**config.mk**
```make
export PLATFORM = sky130hd
export DESIGN_NAME = load_unit
export DESIGN_NICKNAME = d
export VERILOG_FILES = /design/src/rtl/load_unit_pkg.sv /design/src/rtl/load_ctrl.sv /design/src/rtl/load_pending.sv /design/src/rtl/load_result.sv /design/src/rtl/load_unit.sv
export VERILOG_INCLUDE_DIRS = /design/src /design/src/rtl
export SDC_FILE = /design/constraint.sdc
export NUM_CORES = 1
export LEC_CHECK = 0
export BUFFER_PORTS_ARGS = -buffer_cell sky130_fd_sc_hd__buf_2
export CORE_MARGIN = 10
export CORE_UTILIZATION = 40
export DETAILED_ROUTE_END_ITERATION = 8
export PLACE_DENSITY = 0.89
export SETUP_SLACK_MARGIN = 0.4
export SLEW_MARGIN = 10
export SYNTH_ARGS = -nofsm -noshare
export SYNTH_HDL_FRONTEND = slang
export SYNTH_SLANG_ARGS = --single-unit
```
**constraint.sdc**
```tcl
create_clock -name clk_i -period 2.8 [get_ports clk_i]
set_clock_uncertainty 0.1 [all_clocks]
set_input_delay 0.28 -clock clk_i [delete_from_list [all_inputs] [get_ports clk_i]]
set_output_delay 0.28 -clock clk_i [all_outputs]
set_load 0.05 [all_outputs]
```
**src/rtl/load_unit_defs.svh**
```systemverilog
// --------------------
// width parameters of the load unit
// the tag and index together must cover the physical address
// the data width is fixed at 64 bits by the byte-lane logic
// --------------------

`ifndef LOAD_UNIT_DEFS_SVH
`define LOAD_UNIT_DEFS_SVH

// width of one cache word and of the retired result
`define LU_DATA_WIDTH 64

// cache index, taken straight from the untranslated page offset
`define LU_INDEX_WIDTH 12

// cache tag, the physical address bits above the index
`define LU_TAG_WIDTH 44

// physical address as delivered by the MMU
`define LU_PADDR_WIDTH 56

// scoreboard transaction ID
`define LU_TRANS_ID_WIDTH 3

`endif

```
**src/rtl/load_unit_pkg.sv**
```systemverilog
// --------------------
// types shared by the load unit and its blocks
// struct widths follow the macros in the defs header
// only integer loads are covered, no floating point
// --------------------

`default_nettype none

`include "load_unit_defs.svh"

package load_unit_pkg;

    // --------------------
    // enums
    // --------------------

    // load operators, the encoding is local to this unit
    typedef enum logic [2:0] {
        LD  = 3'd0,
        LW  = 3'd1,
        LWU = 3'd2,
        LH  = 3'd3,
        LHU = 3'd4,
        LB  = 3'd5,
        LBU = 3'd6
    } load_op_e;

    // states of the load-control FSM
    typedef enum logic [2:0] {
        IDLE              = 3'd0,
        WAIT_GNT          = 3'd1,
        SEND_TAG          = 3'd2,
        WAIT_PAGE_OFFSET  = 3'd3,
        ABORT_TRANSACTION = 3'd4,
        WAIT_TRANSLATION  = 3'd5,
        WAIT_FLUSH        = 3'd6
    } lu_state_e;

    // --------------------
    // structs
    // --------------------

    // request from the issue queue, held until it is popped
    typedef struct packed {
        logic [`LU_TRANS_ID_WIDTH-1:0] trans_id;
        logic [63:0]                   vaddr;
        load_op_e                      op;
    } load_req_t;

    // request toward the data cache
    // data_size is log2 of the access size in bytes
    typedef struct packed {
        logic                       data_req;
        logic [`LU_INDEX_WIDTH-1:0] address_index;
        logic [`LU_TAG_WIDTH-1:0]   address_tag;
        logic                       tag_valid;
        logic                       kill_req;
        logic [1:0]                 data_size;
    } dcache_req_t;

    // response from the data cache
    typedef struct packed {
        logic                      data_gnt;
        logic                      data_rvalid;
        logic [`LU_DATA_WIDTH-1:0] data_rdata;
    } dcache_rsp_t;

    // the load whose tag is on its way, with sign selection already decoded
    typedef struct packed {
        logic [`LU_TRANS_ID_WIDTH-1:0] trans_id;
        logic [2:0]                    offset;
        load_op_e                      op;
        logic [2:0]                    sign_idx;
        logic                          is_signed;
    } load_meta_t;

endpackage

`default_nettype wire

```
**src/rtl/load_ctrl.sv**
```systemverilog
// --------------------
// load-control FSM, one load in its index phase at a time
// the cache must answer an unkilled tag with rvalid in the same cycle
// the MMU answers dtlb_hit_i and paddr_i in the cycle of the request
// a flush kills the tag in flight and any load just granted
// --------------------

`timescale 1ns/1ns
`default_nettype none

`include "load_unit_defs.svh"

module load_ctrl (
    input  wire logic                      clk_i,
    input  wire logic                      rst_ni,
    input  wire logic                      flush_i,
    input  wire logic                      valid_i,
    input  wire load_unit_pkg::load_req_t  load_req_i,
    input  wire logic                      dtlb_hit_i,
    input  wire logic [`LU_PADDR_WIDTH-1:0] paddr_i,
    input  wire logic                      page_offset_match_i,
    input  wire load_unit_pkg::dcache_rsp_t dcache_rsp_i,
    output logic                           pop_ld_o,
    output logic                           translation_req_o,
    output load_unit_pkg::dcache_req_t     dcache_req_o,
    output logic                           valid_o
);

    load_unit_pkg::lu_state_e state_d, state_q;

    logic                     accept;
    logic                     data_req;
    logic                     tag_valid;
    logic                     kill_req;
    logic [1:0]               data_size;
    logic [`LU_TAG_WIDTH-1:0] tag_q;

    // a new load may start its index phase from IDLE or alongside a tag cycle
    assign accept = valid_i &&
                    (state_q == load_unit_pkg::IDLE || state_q == load_unit_pkg::SEND_TAG);

    // --------------------
    // next state
    // --------------------
    always_comb begin : p_fsm
        state_d           = state_q;
        translation_req_o = 1'b0;
        data_req          = 1'b0;
        tag_valid         = 1'b0;
        kill_req          = 1'b0;
        pop_ld_o          = 1'b0;

        case (state_q)
            // the tag of the popped load goes out, then back to idle unless a new load starts
            load_unit_pkg::SEND_TAG: begin
                tag_valid = 1'b1;
                state_d   = load_unit_pkg::IDLE;
            end
            // hold off the cache until no older store shares the page offset
            load_unit_pkg::WAIT_PAGE_OFFSET: begin
                if (!page_offset_match_i) begin
                    state_d = load_unit_pkg::WAIT_GNT;
                end
            end
            // translation and index stay up until the cache grants
            load_unit_pkg::WAIT_GNT: begin
                translation_req_o = 1'b1;
                data_req          = 1'b1;
                if (dcache_rsp_i.data_gnt) begin
                    if (dtlb_hit_i) begin
                        state_d  = load_unit_pkg::SEND_TAG;
                        pop_ld_o = 1'b1;
                    end else begin
                        state_d = load_unit_pkg::ABORT_TRANSACTION;
                    end
                end
            end
            // a TLB miss at grant frees the cache so the table walk can use it
            load_unit_pkg::ABORT_TRANSACTION: begin
                kill_req  = 1'b1;
                tag_valid = 1'b1;
                state_d   = load_unit_pkg::WAIT_TRANSLATION;
            end
            // keep asking the MMU; once it hits, the index is sent again
            load_unit_pkg::WAIT_TRANSLATION: begin
                translation_req_o = 1'b1;
                if (dtlb_hit_i) begin
                    state_d = load_unit_pkg::WAIT_GNT;
                end
            end
            // kill whatever index was granted before the flush
            load_unit_pkg::WAIT_FLUSH: begin
                kill_req  = 1'b1;
                tag_valid = 1'b1;
                state_d   = load_unit_pkg::IDLE;
            end
            default: begin
                state_d = state_q;
            end
        endcase

        // start of a new load, translation is asked for even before the offset check
        if (accept) begin
            translation_req_o = 1'b1;
            if (page_offset_match_i) begin
                state_d = load_unit_pkg::WAIT_PAGE_OFFSET;
            end else begin
                data_req = 1'b1;
                if (!dcache_rsp_i.data_gnt) begin
                    state_d = load_unit_pkg::WAIT_GNT;
                end else if (dtlb_hit_i) begin
                    state_d  = load_unit_pkg::SEND_TAG;
                    pop_ld_o = 1'b1;
                end else begin
                    state_d = load_unit_pkg::ABORT_TRANSACTION;
                end
            end
        end

        // a flush during the tag cycle kills that tag too, so nothing retires from it
        if (flush_i) begin
            state_d = load_unit_pkg::WAIT_FLUSH;
            if (state_q == load_unit_pkg::SEND_TAG) begin
                kill_req = 1'b1;
            end
        end
    end

    // access size as log2 of the byte count
    always_comb begin : p_size
        case (load_req_i.op)
            load_unit_pkg::LW, load_unit_pkg::LWU: data_size = 2'b10;
            load_unit_pkg::LH, load_unit_pkg::LHU: data_size = 2'b01;
            load_unit_pkg::LB, load_unit_pkg::LBU: data_size = 2'b00;
            default:                               data_size = 2'b11;
        endcase
    end

    // retire only from a tag cycle the cache was allowed to answer
    assign valid_o = dcache_rsp_i.data_rvalid && state_q == load_unit_pkg::SEND_TAG && !kill_req;

    // --------------------
    // registers
    // --------------------
    always_ff @(posedge clk_i or negedge rst_ni) begin : p_state
        if (!rst_ni) begin
            state_q <= load_unit_pkg::IDLE;
        end else begin
            state_q <= state_d;
        end
    end

    // the tag is kept from the pop cycle, since the MMU may already serve the next load
    always_ff @(posedge clk_i or negedge rst_ni) begin : p_tag
        if (!rst_ni) begin
            tag_q <= '0;
        end else if (pop_ld_o) begin
            tag_q <= paddr_i[`LU_TAG_WIDTH+`LU_INDEX_WIDTH-1:`LU_INDEX_WIDTH];
        end
    end

    assign dcache_req_o.data_req      = data_req;
    assign dcache_req_o.address_index = load_req_i.vaddr[`LU_INDEX_WIDTH-1:0];
    assign dcache_req_o.address_tag   = tag_q;
    assign dcache_req_o.tag_valid     = tag_valid;
    assign dcache_req_o.kill_req      = kill_req;
    assign dcache_req_o.data_size     = data_size;

endmodule

`default_nettype wire

```
**src/rtl/load_pending.sv**
```systemverilog
// --------------------
// holds the load between pop and its tag cycle
// the sign byte index assumes naturally aligned addresses
// --------------------

`timescale 1ns/1ns
`default_nettype none

module load_pending (
    input  wire logic                     clk_i,
    input  wire logic                     rst_ni,
    input  wire logic                     pop_i,
    input  wire load_unit_pkg::load_req_t load_req_i,
    output load_unit_pkg::load_meta_t     meta_o
);

    load_unit_pkg::load_meta_t meta_d, meta_q;

    // --------------------
    // decode at capture
    // --------------------

    // the sign selection is decoded here so the result path only indexes a bit
    always_comb begin : p_decode
        meta_d.trans_id  = load_req_i.trans_id;
        meta_d.offset    = load_req_i.vaddr[2:0];
        meta_d.op        = load_req_i.op;
        meta_d.is_signed = load_req_i.op inside {load_unit_pkg::LW,
                                                 load_unit_pkg::LH,
                                                 load_unit_pkg::LB};

        // the sign sits in the most significant byte of the accessed field
        case (load_req_i.op)
            load_unit_pkg::LW, load_unit_pkg::LWU: begin
                meta_d.sign_idx = load_req_i.vaddr[2:0] + 3'd3;
            end
            load_unit_pkg::LH, load_unit_pkg::LHU: begin
                meta_d.sign_idx = load_req_i.vaddr[2:0] + 3'd1;
            end
            default: begin
                meta_d.sign_idx = load_req_i.vaddr[2:0];
            end
        endcase
    end

    // --------------------
    // capture register
    // --------------------

    // only a pop loads new data, so the meta stays stable through the tag cycle
    always_ff @(posedge clk_i or negedge rst_ni) begin : p_meta
        if (!rst_ni) begin
            meta_q <= '0;
        end else if (pop_i) begin
            meta_q <= meta_d;
        end
    end

    assign meta_o = meta_q;

endmodule

`default_nettype wire

```
**src/rtl/load_result.sv**
```systemverilog
// --------------------
// aligns the cache word and extends it by operator
// purely combinational, valid in the tag cycle only
// --------------------

`timescale 1ns/1ns
`default_nettype none

`include "load_unit_defs.svh"

module load_result (
    input  wire load_unit_pkg::load_meta_t       meta_i,
    input  wire logic [`LU_DATA_WIDTH-1:0]       rdata_i,
    output logic [`LU_TRANS_ID_WIDTH-1:0]        trans_id_o,
    output logic [`LU_DATA_WIDTH-1:0]            result_o
);

    logic [`LU_DATA_WIDTH-1:0] shifted;
    logic [7:0]                sign_bits;
    logic                      sign_bit;

    assign trans_id_o = meta_i.trans_id;

    // --------------------
    // alignment
    // --------------------

    // move the addressed byte down to lane zero
    assign shifted = rdata_i >> {meta_i.offset, 3'b000};

    // the top bit of every byte lane, taken from the unshifted word
    always_comb begin : p_sign_bits
        for (int i = 0; i < 8; i++) begin
            sign_bits[i] = rdata_i[8*i+7];
        end
    end

    // this select runs beside the shifter rather than after it
    // unsigned loads pull the fill to zero
    assign sign_bit = meta_i.is_signed & sign_bits[meta_i.sign_idx];

    // --------------------
    // extension
    // --------------------
    always_comb begin : p_extend
        case (meta_i.op)
            load_unit_pkg::LW, load_unit_pkg::LWU: begin
                result_o = {{32{sign_bit}}, shifted[31:0]};
            end
            load_unit_pkg::LH, load_unit_pkg::LHU: begin
                result_o = {{48{sign_bit}}, shifted[15:0]};
            end
            load_unit_pkg::LB, load_unit_pkg::LBU: begin
                result_o = {{56{sign_bit}}, shifted[7:0]};
            end
            // a doubleword is aligned at offset zero, so it passes through
            default: begin
                result_o = shifted;
            end
        endcase
    end

endmodule

`default_nettype wire

```
**src/rtl/load_unit.sv**
```systemverilog
// --------------------
// load unit for a 64-bit in-order core
// one load in its index phase and one in its tag phase at most
// valid_i and load_req_i must be held until pop_ld_o
// results carry no back-pressure, valid_o is a one-cycle strobe
// --------------------

`timescale 1ns/1ns
`default_nettype none

`include "load_unit_defs.svh"

module load_unit (
    input  wire logic                       clk_i,
    input  wire logic                       rst_ni,
    input  wire logic                       flush_i,
    // issue side
    input  wire logic                       valid_i,
    input  wire load_unit_pkg::load_req_t   load_req_i,
    output logic                            pop_ld_o,
    // MMU
    output logic                            translation_req_o,
    input  wire logic                       dtlb_hit_i,
    input  wire logic [`LU_PADDR_WIDTH-1:0] paddr_i,
    // store offset checker
    input  wire logic                       page_offset_match_i,
    // data cache
    output load_unit_pkg::dcache_req_t      dcache_req_o,
    input  wire load_unit_pkg::dcache_rsp_t dcache_rsp_i,
    // retirement
    output logic                            valid_o,
    output logic [`LU_TRANS_ID_WIDTH-1:0]   trans_id_o,
    output logic [`LU_DATA_WIDTH-1:0]       result_o
);

    logic                      pop;
    load_unit_pkg::load_meta_t meta;

    // --------------------
    // control
    // --------------------
    load_ctrl i_load_ctrl (
        .clk_i               (clk_i),
        .rst_ni              (rst_ni),
        .flush_i             (flush_i),
        .valid_i             (valid_i),
        .load_req_i          (load_req_i),
        .dtlb_hit_i          (dtlb_hit_i),
        .paddr_i             (paddr_i),
        .page_offset_match_i (page_offset_match_i),
        .dcache_rsp_i        (dcache_rsp_i),
        .pop_ld_o            (pop),
        .translation_req_o   (translation_req_o),
        .dcache_req_o        (dcache_req_o),
        .valid_o             (valid_o)
    );

    // the pop strobe goes to the issue queue and to the capture register alike
    assign pop_ld_o = pop;

    // --------------------
    // datapath
    // --------------------
    load_pending i_load_pending (
        .clk_i      (clk_i),
        .rst_ni     (rst_ni),
        .pop_i      (pop),
        .load_req_i (load_req_i),
        .meta_o     (meta)
    );

    load_result i_load_result (
        .meta_i     (meta),
        .rdata_i    (dcache_rsp_i.data_rdata),
        .trans_id_o (trans_id_o),
        .result_o   (result_o)
    );

endmodule

`default_nettype wire

```
==> summary.txt <==
Yosys
  – Syn nets: 732
  – Ys flop type: dfrtp_1
  – Mean Syn Cell Area: 9.11 µm²
  – Post-Syn Instances: 533
  – Mapped Area: 4860 µm²
  – Post-synth EDFFs: 0
  – Synth area leaders: dfrtp_1 (31%), mux2_2 (13%), mux2i_1 (12%)
  – Post-synth ARST share: 100%
  – Area leader, netlist: dfrtp_1
  – Post-synth top area share: 30.9%
  – Sequential area share after synthesis: 30.9%
  – Flops & latches, synth: 60
  – Synth Warn #: 0
  – Synth unique cells: 46

GRT
  – GR Util met1: 24.8%
  – Initial antenna violation count: 1
  – Vias in the first global route: 5306
  – Routing usage on met3: 7.46%
  – Most heavily used metal layer in global routing: met2
  – Met2 Resource Use GR: 37.1%
  – Gr ovfl total: 0
  – Global-route wire length before repair: 29400 µm
  – GR Util All Layers: 22.0%
  – Largest net degree at the start of global routing: 34

Finish
  – Multi-input gate area: 3260 µm²
  – Area delta synth->final: 53.0%
  – FF/Latch Area: 1510 µm²
  – FILL cells: 950
  – Commonest non-fill, non-tap cell in the layout: buf_2
  – Layout net count: 968
  – Layout cell share with drive strength beyond 1: 56.5%
  – Most frequent cells in the layout: buf_2 (186), nand2_1 (60), mux2_2 (58)

Placement
  – PortBufs: 246
  – Gpl congestion: 0.927
  – Detailed placement HPWL: 14700 µm

Worst setup path
  – WS Path Type: reg -> out
  – Required time worst endpoint: 2420 ps
  – Crit-path max cell delay: 490 ps
  – Crit path capture type: output pin
  – Critical Path Start Type: flip-flop
  – Reg2reg path depth: 4
  – Worst path slowest cell: dfrtp_2
  – Worst endpoint data arrival time: 2040 ps
  – Worst Path Max Fanout: 8
  – Cells along the critical path: buf_2, or2_4, a211oi_2, buf_4, nand2_1, nand2_2, buf_12

STA
  – Final Slew Violations: 0
  – Min Hold Slack: 81.1 ps
  – Worst slew pin tran: 658 ps
  – Slew headroom: 56.1%
  – Fmax: 413 MHz
  – Final Hold Violating Endpoints: 0
  – Unrepaired setup endpoints after global routing: yes
  – Final period util: 86.4%
  – Setup TNS: 0 ps
  – Tmin final: 2420 ps
  – Final setup fails: 0

CTS
  – Worst-case clock buffer depth: 2
  – CTS buffer count: 9
  – CTS tree: yes
  – Clk_lat worst skew: 320 ps
  – Clock Root Buffer: clkbuf_16
  – Clock transition at the registers of the reported paths: 50 ps
  – CTS Sinks: 60
  – H-tree Lvls: 3

Floorplanning
  – Row cnt: 40
  – Die ar.: 17000 µm²
  – Initial Util: 40.6%
  – Die Width: 130 µm
  – Core area: 12000 µm²
  – Die Height: 130 µm
  – I/O Pins: 329

Route
  – Vias post-DR: 5496
  – Initial DRC Count: 521
  – Drt pass-1 iters: 5
  – Avg WL per Cell: 22.8 µm
  – Residual DRC: 0
  – Vias/cell: 5.96
  – Post-DRT Antenna Nets: 0
  – Final WL: 21100 µm

Outcome
  – Outcome: complete, no violations

Flow run
  – Max Cap Viol: 0

Hold path
  – Classification of the worst-slack hold path: in -> reg
  – Worst hold path depth: 2
## critical path: cells and delay by family, from the launching register on
kind / cells / cell delay (ps)
buffers and inverters: 3 / 550
DFF: 1 / 490
and+or+nand+nor: 3 / 450
AOI/OAI and AO/OA: 1 / 210
## stage by stage
stage	setup WS [ps]	area, µm²	std cells	util, %
6_report	381	7430	922	62.1
3_5_place_dp	377	6220	884	52.0
5_1_grt	293	7430	922	62.1
3_3_place_gp	397	6220	884	52.0
2_1_floorplan	48.5	4940	533	-
4_1_cts	384	6890	908	57.6
## kinds of logic after synthesis
family	synth area share, %
and+or+nand+nor	12.2
DFF	30.9
muxes	29.9
adders and majority gates	0.412
xor gates and xnor gates	1.08
buffers and inverters	8.11
AOI/OAI and AO/OA	17.4
## worst paths after layout
kind                                         end  slack (ps)                     start
max                                 result_o[57]         380  i_load_pending.meta_o[8]
min                        i_load_ctrl.tag_q[21]          80               paddr_i[33]
max reg2reg                 i_load_ctrl.tag_q[0]         710    i_load_ctrl.state_q[0]
min reg2reg                 i_load_ctrl.tag_q[4]         400      i_load_ctrl.tag_q[4]
max in group asynchronous  i_load_ctrl.tag_q[41]        1560                    rst_ni
min in group asynchronous   i_load_ctrl.tag_q[6]         410                    rst_ni
## Yosys cell counts, types with 4 or more instances
library cell   n
nor3b_1        5
nand2b_1       7
o211ai_1       8
buf_4         19
xnor2_1        4
buf_2         12
mux2i_1       56
dfrtp_1       60
nor2b_1        5
nor2_1        35
o221ai_1       6
o22a_1         7
mux4_2         9
o32ai_1        4
nand3_1        4
a22oi_1        6
nand2_1       63
o21ai_0       60
a21oi_1       21
a211oi_1       7
buf_6          5
inv_1         11
clkbuf_1      22
mux2_2        58
o22ai_1        6
## layout make-up
| class | count | share of cell area [%] |
|---|---|---|
| diodes | 1 | 0.0337 |
| clock buffers | 12 | 3.45 |
| clock inverters | 4 | 1.28 |
| inverters | 11 | 0.606 |
| multi-input cells | 401 | 43.9 |
| flip-flops and latches | 60 | 20.3 |
| well taps | 147 | 2.48 |
| repair buffers | 286 | 28.0 |
## registers in the layout, summed over array words and instances, names as in the netlist
signal / flops
i_load_ctrl.tag_q: 44
i_load_pending.meta_o: 13
i_load_ctrl.state_q: 3
## repair_timing
action,4_1_cts,5_1_grt
buffers inserted,5,9
endpoints found under the hold margin,27,0
pin swaps,3,3
gates resized for setup,68,134
hold buffers,1,0
gates cloned,2,4
endpoints found under the setup margin,63,63
## per-layer routing
layer	up-vias	wire length, µm
met3	68	2890
li1	2408	-
met1	2584	7420
met5	-	0
met2	436	9880
met4	0	869
Power is not shown: default switching activity piles up to over one toggle a cycle in this logic, so the estimate is an artifact.
